--- src/hdl/trellis_cfg.svh ---
`ifndef TRELLIS_CFG_SVH
`define TRELLIS_CFG_SVH

// path metric width
`define ACS_BITS 12

// rotated sample width, unity gain is 2**(ROT_BITS-2)
`define ROT_BITS 8

// matched-filter sample width, only the top ROT_BITS bits reach the rotator
`define MF_BITS 10

// rotator angle code, 32 steps per turn
`define ANGLE_BITS 5

// trellis states, also the branch count per state
`define NUM_STATES 4

// symEn to symEnOut
`define SYM_LATENCY 8

`endif
--- src/hdl/trellisPkg.sv ---
package trellisPkg;
`include "trellis_cfg.svh"

   typedef logic signed [`ACS_BITS-1:0] metricT;
   typedef logic signed [`ROT_BITS-1:0] sampleT;
   typedef logic [`ANGLE_BITS-1:0] angleT;

   // even symbols use modulation index 4/16, odd symbols 5/16
   typedef enum logic {parityEven, parityOdd} symParityT;

   // 64*cos(pi*n/16) for the first quadrant, shared by rotator and model
   localparam logic [6:0] cosLut [0:8] = '{7'd64, 7'd63, 7'd59, 7'd53, 7'd45,
                                          7'd36, 7'd24, 7'd12, 7'd0};

   // the 2-bit wrap gives the mod 4 of the trellis rule
   function automatic logic [1:0] predecessor(input logic [1:0] state,
                                               input logic [1:0] branch);
      return state - branch;
   endfunction

   function automatic angleT branchAngle(input logic [1:0] state, input logic [1:0] branch,
                                         input symParityT parity, input angleT tilt);
      logic [3:0] h;
      logic [3:0] offset;
      h = (parity == parityEven) ? 4'd4 : 4'd5;
      // 4-bit arithmetic keeps the offset mod 16
      offset = h * branch + state;
      return angleT'(0) - tilt - {offset, 1'b0};
   endfunction

endpackage

--- src/hdl/acsIf.sv ---
`timescale 1ns/10ps
`include "trellis_cfg.svh"

interface acsIf;
   // candMet[k] is the stored metric of the predecessor on branch k
   trellisPkg::metricT candMet [`NUM_STATES];

   trellisPkg::metricT newMet;
   logic [1:0] sel;
   trellisPkg::sampleT iBest;
   trellisPkg::sampleT qBest;
   logic normReq;
   // single-cycle pulse, all unit outputs are valid with it
   logic done;

   modport bank (
      output candMet,
      input newMet, sel, iBest, qBest, normReq, done
   );

   modport unit (
      input candMet,
      output newMet, sel, iBest, qBest, normReq, done
   );
endinterface

--- src/hdl/rotIf.sv ---
`timescale 1ns/10ps
`include "trellis_cfg.svh"

// one rotation request per strobe, the answer comes back two cycles later
interface rotIf;
   logic signed [`ROT_BITS-1:0] iIn;
   logic signed [`ROT_BITS-1:0] qIn;
   logic [`ANGLE_BITS-1:0] angle;
   logic strobe;
   logic signed [`ROT_BITS-1:0] iOut;
   logic signed [`ROT_BITS-1:0] qOut;
   logic valid;

   modport rotator (
      input iIn, qIn, angle, strobe,
      output iOut, qOut, valid
   );

   modport client (
      output iIn, qIn, angle, strobe,
      input iOut, qOut, valid
   );
endinterface

--- src/hdl/trellisDetector.sv ---
`timescale 1ns/10ps
`include "trellis_cfg.svh"

module trellisDetector (
   input logic clk,
   input logic reset,
   input logic symEn,
   input logic sym2xEn,
   input logic symEnEven,
   input logic [`ANGLE_BITS-1:0] tilt,
   input logic [`MF_BITS-1:0] iIn,
   input logic [`MF_BITS-1:0] qIn,
   output logic symEnOut,
   output logic sym2xEnOut,
   output logic [1:0] bestState,
   output trellisPkg::metricT bestMetric,
   output trellisPkg::sampleT iOut,
   output trellisPkg::sampleT qOut,
   output logic [2*`NUM_STATES-1:0] selOut
);

   acsIf acsBus [`NUM_STATES] ();

   logic [`SYM_LATENCY-1:0] sym2xDelay;

   // one ACS unit per trellis state, each with its own rotator
   for (genvar gs = 0; gs < `NUM_STATES; gs++) begin : gAcs
      acsUnit #(
         .STATE (gs)
      ) acs (
         .clk       (clk),
         .reset     (reset),
         .symEn     (symEn),
         .symEnEven (symEnEven),
         .tilt      (tilt),
         .iIn       (iIn),
         .qIn       (qIn),
         .acs       (acsBus[gs])
      );
   end

   pathMetricBank bank (
      .clk        (clk),
      .reset      (reset),
      .acs        (acsBus),
      .symEnOut   (symEnOut),
      .bestState  (bestState),
      .bestMetric (bestMetric),
      .iOut       (iOut),
      .qOut       (qOut),
      .selOut     (selOut)
   );

   // the half-symbol strobe is aligned with the bank outputs
   always_ff @(posedge clk) begin
      if (reset) begin
         sym2xDelay <= '0;
      end else begin
         sym2xDelay <= {sym2xDelay[`SYM_LATENCY-2:0], sym2xEn};
      end
   end

   assign sym2xEnOut = sym2xDelay[`SYM_LATENCY-1];

endmodule

--- src/hdl/pathMetricBank.sv ---
`timescale 1ns/10ps
`include "trellis_cfg.svh"

module pathMetricBank (
   input logic clk,
   input logic reset,
   acsIf.bank acs [`NUM_STATES],
   output logic symEnOut,
   output logic [1:0] bestState,
   output trellisPkg::metricT bestMetric,
   output trellisPkg::sampleT iOut,
   output trellisPkg::sampleT qOut,
   output logic [2*`NUM_STATES-1:0] selOut
);

   localparam trellisPkg::metricT NORM_STEP = trellisPkg::metricT'(1 << (`ACS_BITS - 2));

   trellisPkg::metricT metric [`NUM_STATES];
   trellisPkg::metricT newMet [`NUM_STATES];
   trellisPkg::metricT nextMet [`NUM_STATES];
   trellisPkg::sampleT iBest [`NUM_STATES];
   trellisPkg::sampleT qBest [`NUM_STATES];
   logic [1:0] sel [`NUM_STATES];
   logic [`NUM_STATES-1:0] doneVec;
   logic [`NUM_STATES-1:0] normVec;
   logic [1:0] winState;
   logic load;

   for (genvar gs = 0; gs < `NUM_STATES; gs++) begin : gState
      assign newMet[gs] = acs[gs].newMet;
      assign iBest[gs] = acs[gs].iBest;
      assign qBest[gs] = acs[gs].qBest;
      assign sel[gs] = acs[gs].sel;
      assign doneVec[gs] = acs[gs].done;
      assign normVec[gs] = acs[gs].normReq;
      // fixed trellis wiring from stored metrics to each unit's branches
      for (genvar gk = 0; gk < `NUM_STATES; gk++) begin : gBranch
         assign acs[gs].candMet[gk] = metric[trellisPkg::predecessor(2'(gs), 2'(gk))];
      end
   end

   // all units run in lockstep and finish together
   assign load = &doneVec;

   // one request from any state pulls every metric down by the same step
   always_comb begin
      for (int s = 0; s < `NUM_STATES; s++) begin
         nextMet[s] = (|normVec) ? newMet[s] - NORM_STEP : newMet[s];
      end
   end

   always_comb begin
      winState = '0;
      for (int s = 1; s < `NUM_STATES; s++) begin
         if (nextMet[s] > nextMet[winState]) begin
            winState = 2'(s);
         end
      end
   end

   always_ff @(posedge clk) begin
      if (reset) begin
         for (int s = 0; s < `NUM_STATES; s++) begin
            metric[s] <= '0;
         end
         symEnOut <= 1'b0;
         bestState <= '0;
         bestMetric <= '0;
         iOut <= '0;
         qOut <= '0;
         selOut <= '0;
      end else begin
         symEnOut <= load;
         if (load) begin
            for (int s = 0; s < `NUM_STATES; s++) begin
               metric[s] <= nextMet[s];
               selOut[2*s +: 2] <= sel[s];
            end
            bestState <= winState;
            bestMetric <= nextMet[winState];
            iOut <= iBest[winState];
            qOut <= qBest[winState];
         end
      end
   end

endmodule

--- src/hdl/acsUnit.sv ---
`timescale 1ns/10ps
`include "trellis_cfg.svh"

module acsUnit #(
   parameter int STATE = 0
) (
   input logic clk,
   input logic reset,
   input logic symEn,
   input logic symEnEven,
   input logic [`ANGLE_BITS-1:0] tilt,
   input logic [`MF_BITS-1:0] iIn,
   input logic [`MF_BITS-1:0] qIn,
   acsIf.unit acs
);

   rotIf rotBus ();

   logic [1:0] hypCnt;
   trellisPkg::symParityT parityReg;
   trellisPkg::symParityT parityNow;
   logic [1:0] capCnt;
   logic lastCap;
   trellisPkg::sampleT iRot [`NUM_STATES];
   trellisPkg::sampleT qRot [`NUM_STATES];
   trellisPkg::metricT sums [`NUM_STATES];
   trellisPkg::metricT maxVal;
   logic [1:0] index;

   // branch 0 goes out with symEn itself, branches 1 to 3 follow
   // and the counter parks at 0 once it wraps
   always_ff @(posedge clk) begin
      if (reset) begin
         hypCnt <= '0;
         parityReg <= trellisPkg::parityEven;
      end else if (symEn) begin
         hypCnt <= 2'd1;
         parityReg <= parityNow;
      end else if (hypCnt != 2'd0) begin
         hypCnt <= hypCnt + 2'd1;
      end
   end

   // parity is sampled at symEn and held for the rest of the symbol
   assign parityNow = symEn ? (symEnEven ? trellisPkg::parityEven : trellisPkg::parityOdd)
                            : parityReg;

   assign rotBus.strobe = symEn || (hypCnt != 2'd0);
   assign rotBus.iIn = iIn[`MF_BITS-1 -: `ROT_BITS];
   assign rotBus.qIn = qIn[`MF_BITS-1 -: `ROT_BITS];
   assign rotBus.angle = trellisPkg::branchAngle(2'(STATE), hypCnt, parityNow, tilt);

   phaseRotator rotator (
      .clk   (clk),
      .reset (reset),
      .rot   (rotBus)
   );

   // the capture counter follows valid, so it runs two cycles behind hypCnt
   always_ff @(posedge clk) begin
      if (reset) begin
         capCnt <= '0;
         lastCap <= 1'b0;
         acs.done <= 1'b0;
      end else begin
         lastCap <= rotBus.valid && (capCnt == 2'd3);
         acs.done <= lastCap;
         if (rotBus.valid) begin
            capCnt <= capCnt + 2'd1;
         end
      end
   end

   always_ff @(posedge clk) begin
      if (rotBus.valid) begin
         iRot[capCnt] <= rotBus.iOut;
         qRot[capCnt] <= rotBus.qOut;
      end
   end

   // only the real part of each hypothesis counts toward the metric
   always_comb begin
      for (int k = 0; k < `NUM_STATES; k++) begin
         sums[k] = trellisPkg::metricT'(iRot[k]) + acs.candMet[k];
      end
   end

   // lastCap is high in the cycle after the fourth capture
   compSel selector (
      .clk    (clk),
      .reset  (reset),
      .ce     (lastCap),
      .sums   (sums),
      .maxVal (maxVal),
      .index  (index)
   );

   assign acs.newMet = maxVal;
   assign acs.sel = index;

   // the rotated sample of the winning branch feeds the phase-error path
   assign acs.iBest = iRot[index];
   assign acs.qBest = qRot[index];

   // top bits 01 means the metric is within a quarter range of wrapping
   assign acs.normReq = (maxVal[`ACS_BITS-1 -: 2] == 2'b01);

endmodule

--- src/hdl/compSel.sv ---
`timescale 1ns/10ps
`include "trellis_cfg.svh"

module compSel (
   input logic clk,
   input logic reset,
   input logic ce,
   input trellisPkg::metricT sums [`NUM_STATES],
   output trellisPkg::metricT maxVal,
   output logic [1:0] index
);

   trellisPkg::metricT bestSum;
   logic [1:0] bestIdx;

   // a later sum has to be strictly larger to win, so ties keep the lowest index
   always_comb begin
      bestSum = sums[0];
      bestIdx = 2'd0;
      for (int k = 1; k < `NUM_STATES; k++) begin
         if (sums[k] > bestSum) begin
            bestSum = sums[k];
            bestIdx = 2'(k);
         end
      end
   end

   always_ff @(posedge clk) begin
      if (reset) begin
         maxVal <= '0;
         index <= '0;
      end else if (ce) begin
         maxVal <= bestSum;
         index <= bestIdx;
      end
   end

endmodule

--- src/hdl/phaseRotator.sv ---
`timescale 1ns/10ps
`include "trellis_cfg.svh"

module phaseRotator (
   input logic clk,
   input logic reset,
   rotIf.rotator rot
);

   localparam int FRAC_BITS = `ROT_BITS - 2;
   localparam int ACC_BITS = 2 * `ROT_BITS + 1;
   localparam int SHIFT_BITS = ACC_BITS - FRAC_BITS;
   localparam logic signed [SHIFT_BITS-1:0] SAT_MAX = (1 <<< (`ROT_BITS - 1)) - 1;

   logic [1:0] quad;
   logic [`ANGLE_BITS-3:0] step;
   logic signed [`ROT_BITS-1:0] lutCos;
   logic signed [`ROT_BITS-1:0] lutSin;
   logic signed [`ROT_BITS-1:0] cosNext;
   logic signed [`ROT_BITS-1:0] sinNext;
   logic signed [`ROT_BITS-1:0] cosReg;
   logic signed [`ROT_BITS-1:0] sinReg;
   logic signed [`ROT_BITS-1:0] iReg;
   logic signed [`ROT_BITS-1:0] qReg;
   logic strobeReg;
   logic signed [ACC_BITS-1:0] iAcc;
   logic signed [ACC_BITS-1:0] qAcc;

   // drop the fraction bits, then clamp symmetrically so that -128 never appears
   function automatic logic signed [`ROT_BITS-1:0] saturate(input logic signed [ACC_BITS-1:0] acc);
      logic signed [SHIFT_BITS-1:0] scaled;
      scaled = acc[ACC_BITS-1:FRAC_BITS];
      if (scaled > SAT_MAX) begin
         return `ROT_BITS'(SAT_MAX);
      end else if (scaled < -SAT_MAX) begin
         return `ROT_BITS'(-SAT_MAX);
      end
      return `ROT_BITS'(scaled);
   endfunction

   // the table covers one quadrant, the sine is the mirrored cosine
   assign quad = rot.angle[`ANGLE_BITS-1 -: 2];
   assign step = rot.angle[`ANGLE_BITS-3:0];
   assign lutCos = $signed({1'b0, trellisPkg::cosLut[step]});
   assign lutSin = $signed({1'b0, trellisPkg::cosLut[4'd8 - step]});

   always_comb begin
      case (quad)
         2'd0: begin
            cosNext = lutCos;
            sinNext = lutSin;
         end
         2'd1: begin
            cosNext = -lutSin;
            sinNext = lutCos;
         end
         2'd2: begin
            cosNext = -lutCos;
            sinNext = -lutSin;
         end
         default: begin
            cosNext = lutSin;
            sinNext = -lutCos;
         end
      endcase
   end

   // stage 1 holds the coefficients next to the sample they apply to
   always_ff @(posedge clk) begin
      cosReg <= cosNext;
      sinReg <= sinNext;
      iReg <= rot.iIn;
      qReg <= rot.qIn;
   end

   assign iAcc = iReg * cosReg - qReg * sinReg;
   assign qAcc = iReg * sinReg + qReg * cosReg;

   always_ff @(posedge clk) begin
      rot.iOut <= saturate(iAcc);
      rot.qOut <= saturate(qAcc);
   end

   always_ff @(posedge clk) begin
      if (reset) begin
         strobeReg <= 1'b0;
         rot.valid <= 1'b0;
      end else begin
         strobeReg <= rot.strobe;
         rot.valid <= strobeReg;
      end
   end

endmodule

--- config.mk ---
export PLATFORM = sky130hd
export DESIGN_NAME = trellisDetector
export DESIGN_NICKNAME = d
export VERILOG_FILES = /design/src/hdl/trellisPkg.sv /design/src/hdl/acsIf.sv /design/src/hdl/rotIf.sv /design/src/hdl/trellisDetector.sv /design/src/hdl/pathMetricBank.sv /design/src/hdl/acsUnit.sv /design/src/hdl/compSel.sv /design/src/hdl/phaseRotator.sv
export VERILOG_INCLUDE_DIRS = /design/src /design/src/hdl
export SDC_FILE = /design/constraint.sdc
export NUM_CORES = 2
export LEC_CHECK = 0
export BUFFER_PORTS_ARGS = -buffer_cell sky130_fd_sc_hd__clkbuf_2
export CORE_MARGIN = 8
export CORE_UTILIZATION = 25
export CTS_CLUSTER_DIAMETER = 80
export DETAILED_ROUTE_END_ITERATION = 8
export SLEW_MARGIN = 20
export SYNTH_ARGS = -nofsm -noshare
export SYNTH_HDL_FRONTEND = slang
export SYNTH_SLANG_ARGS = --single-unit
--- constraint.sdc ---
create_clock -name clk -period 11.09 [get_ports clk]
set_clock_uncertainty 0.15 [all_clocks]
set_input_delay 0.5545 -clock clk [delete_from_list [all_inputs] [get_ports clk]]
set_output_delay 0.5545 -clock clk [all_outputs]
set_load 0.01 [all_outputs]
==> out/results.tsv <==
stage	metric	value	unit
outcome	status	complete, no violations	
synthesis	largest family of logic cells by synthesized area	adder cells	
layout	final core occ	27.6	%
grt	Global Route Usage Sum	12.7	%
grt	largest net degree at the start of global routing	65	
detailed_routing	DRC	0	
grt	gr ovfl total	0	
synthesis	xor/xnor share of the synthesized area	4.81	%
sta	Hold Violations, Final	0	
synthesis	Synth Area in Simple Gates	13.0	%
run	Max-Cap Viols	0	
grt	GR Util met1	17.8	%
worst_setup_path	Critical Path Fanout Max	10	
worst_setup_path	Crit path top cell by count	o21a_1	
cts	Clk Latency, worst-skew pair	0.67	ns
detailed_routing	Pre-antenna DRT Iters	6	
grt	global route hottest layer	met2	
sta	RSZ-0062 raised after global routing	no	
synthesis	syn_nets	9947	
synthesis	Cell variety after synth	93	
cts	clock sink count	595	
synthesis	Cells after Synth	7961	
layout	multi-input logic area	57500	µm²
detailed_routing	WL/cell	17.3	µm
hold_path	Hold WC Path Type	in -> reg	
sta	slew at the pin closest to its max-slew limit	1.12	ns
sta	max-slew violations	0	
detailed_routing	initial DRC count	3730	
layout	Fillers	33000	
grt	GR Util met2	20.1	%
synthesis	Seq/Total Area, Yosys	19.1	%
sta	Setup TNS	0	ns
die	core area	312000	µm²
worst_setup_path	Req. time, crit path	11.53	ns
placement	RePlAce Congestion	0.886	
synthesis	Syn Std Cell Area	78400	µm²
cts	Num CTS Buffers	74	
die	die area	332000	µm²
die	Initial Util	25.1	%
detailed_routing	Detail Route Antenna Nets	0	
layout	Reg area	15000	µm²
synthesis	ys flop type	edfxtp_1	
sta	Tmin final	9.91	ns
cts	H-tree levels	3	
die	row cnt	205	
grt	first-pass GRT wire length	330	mm
placement	port bufs	65	
detailed_routing	routed vias/inst	4.54	
worst_setup_path	WS Path Type	reg -> reg	
synthesis	share of synthesized registers carrying an async set or reset	0	%
detailed_routing	WL final	210	mm
worst_setup_path	Worst EP arrival	10.35	ns
worst_setup_path	CP Buf/Inv Count	1	
sta	f_max	101	MHz
sta	count of final setup violators	0	
worst_setup_path	Crit path largest cell delay	0.64	ns
synthesis	Post-synth EDFFs	304	
detailed_routing	via count	55000	
cts	clock tree from TritonCTS	built	
grt	initial antenna violation count	16	
cts	Clock transition at path regs	0.06	ns
worst_setup_path	CP max stage cell	edfxtp_1	
synthesis	Yosys reg bits	595	
sta	crit share post-route	89.4	%
die	IO Pins	70	
die	Die X	576	µm
cts	Clock Tree Buf Depth	3	
die	die height	576	µm
grt	grt met3 use	1.60	%
grt	vias in the first global route	56000	
layout	share of layout cells above drive strength 1	5.41	%
cts	Root Buffer	clkbuf_16	
worst_setup_path	Critical Path End Type	flop	
sta	Rel. slew slack	24.3	%
synthesis	Synth Area in Adders	42.1	%
synthesis	Synth Area in Compound Gates	9.78	%
sta	Fin Hold WS	0.0908	ns
synthesis	number of synthesis warnings	0	
layout	Area Growth Syn to Fin	9.99	%
synthesis	multiplexer area fraction after synthesis	3.52	%
worst_setup_path	CP startpoint kind	flop	
synthesis	Mean Syn Cell Area	9.85	µm²
layout	Final nets	9894	
placement	DP HPWL	164	mm
worst_setup_path	Top delay family on crit path	compound AO/OA/AOI/OAI gates	
layer usage:
layer	routed length [µm]	vias up
li1	-	25900
met1	97000	27300
met2	92500	1518
met3	12200	326
met4	8330	4
met5	27	-
area by class of cell:
class                   instances  share of cell area (%)
well taps                    4140                    6.01
diodes                          1                 0.00290
clock buffers                  97                    2.40
multi-input cells            5759                    66.7
inverters                    1305                    5.68
repair buffers                173                    1.37
clock inverters                40                   0.508
flip-flops and latches        595                    17.4
cell families (layout without fill, tap and decap cells):
logic type / Yosys count / in the layout
AO/OA/AOI/OAI: 1168 / 1168
buffers and inverters: 1607 / 1615
flip-flops: 595 / 595
AND/OR/NAND/NOR: 2024 / 2024
multiplexers: 181 / 181
other: 0 / 1
XOR/XNOR: 427 / 427
adder cells (fa/ha/maj): 1959 / 1959
repair_timing:
action                                 in CTS  in global routing
gates resized for setup                     0                  0
setup buffers                               0                  0
hold buffers                               17                  0
endpoints found under the hold margin      17                  0
Yosys cell counts (13+ instances only):
cell	number	area, µm²
fa_1	1129	22600
ha_1	827	10300
o211a_1	17	170
a31oi_1	34	213
a21o_1	90	676
inv_1	1303	4890
mux4_2	73	1640
a21oi_1	330	1650
a311oi_1	16	140
nand3_1	79	395
nor3_1	55	275
o211ai_1	30	225
o21ai_0	210	1050
mux2i_1	85	851
a211oi_1	52	390
xor2_1	110	963
o21bai_1	93	698
nand2b_1	91	569
dfxtp_1	291	5830
a221o_1	21	210
xnor2_1	315	2760
o21ai_1	14	70.1
o32ai_1	13	114
nor2b_1	66	413
o31ai_1	23	173
o221ai_1	17	149
mux2_2	20	225
nand4_1	32	200
nand2_1	578	2170
and2_1	617	3860
clkbuf_1	287	1080
nor2_1	378	1420
a22oi_1	18	135
and3_1	49	307
edfxtp_1	304	9130
o21a_1	86	646
per-stage QoR:
step                cells  area, µm²  worst slack [ns]
global route        12100      86200             0.536
global placement    12000      83500              1.40
floorplan            7961      78400              1.91
finish              12100      86200              1.18
CTS                 12100      86200              1.31
detailed placement  12000      83500              1.39
cells in the final DEF (no fill, tap or decap), types with 275 or more instances in the layout:
| cell type | netlist | layout |
|---|---|---|
| fa_1 | 1129 | 1129 |
| edfxtp_1 | 304 | 304 |
| inv_1 | 1303 | 1301 |
| ha_1 | 827 | 827 |
| and2_1 | 617 | 616 |
| xnor2_1 | 315 | 312 |
| nor2_1 | 378 | 378 |
| nand2_1 | 578 | 578 |
| dfxtp_1 | 291 | 275 |
| a21oi_1 | 330 | 329 |
registers in the layout, summed over array words and instances (netlist names), 12 cells and up, named ones only:
register / flops
gAcs.acs.selector.maxVal: 48
gAcs.acs.qRot: 128
gAcs.acs.rotator.cosReg: 32
gAcs.acs.rotator.rot.qOut: 32
bank.metric: 48
gAcs.acs.rotator.sinReg: 32
gAcs.acs.iRot: 128
bank.bestMetric: 12
gAcs.acs.rotator.rot.iOut: 32
worst paths after layout:
check | from | end | slack, ns | cells after the start
max | bank.metric[0][0] | gAcs[0].acs.selector.maxVal[11] | 1.18 | 41
min reg2reg | sym2xDelay[4] | sym2xDelay[5] | 0.28 | 1
min | symEn | gAcs[1].acs.hypCnt[1] | 0.09 | 2
max reg2reg | bank.metric[0][0] | gAcs[0].acs.selector.maxVal[11] | 1.18 | 41
Power is not shown: default switching activity piles up to over one toggle a cycle in this logic, so the estimate is an artifact.
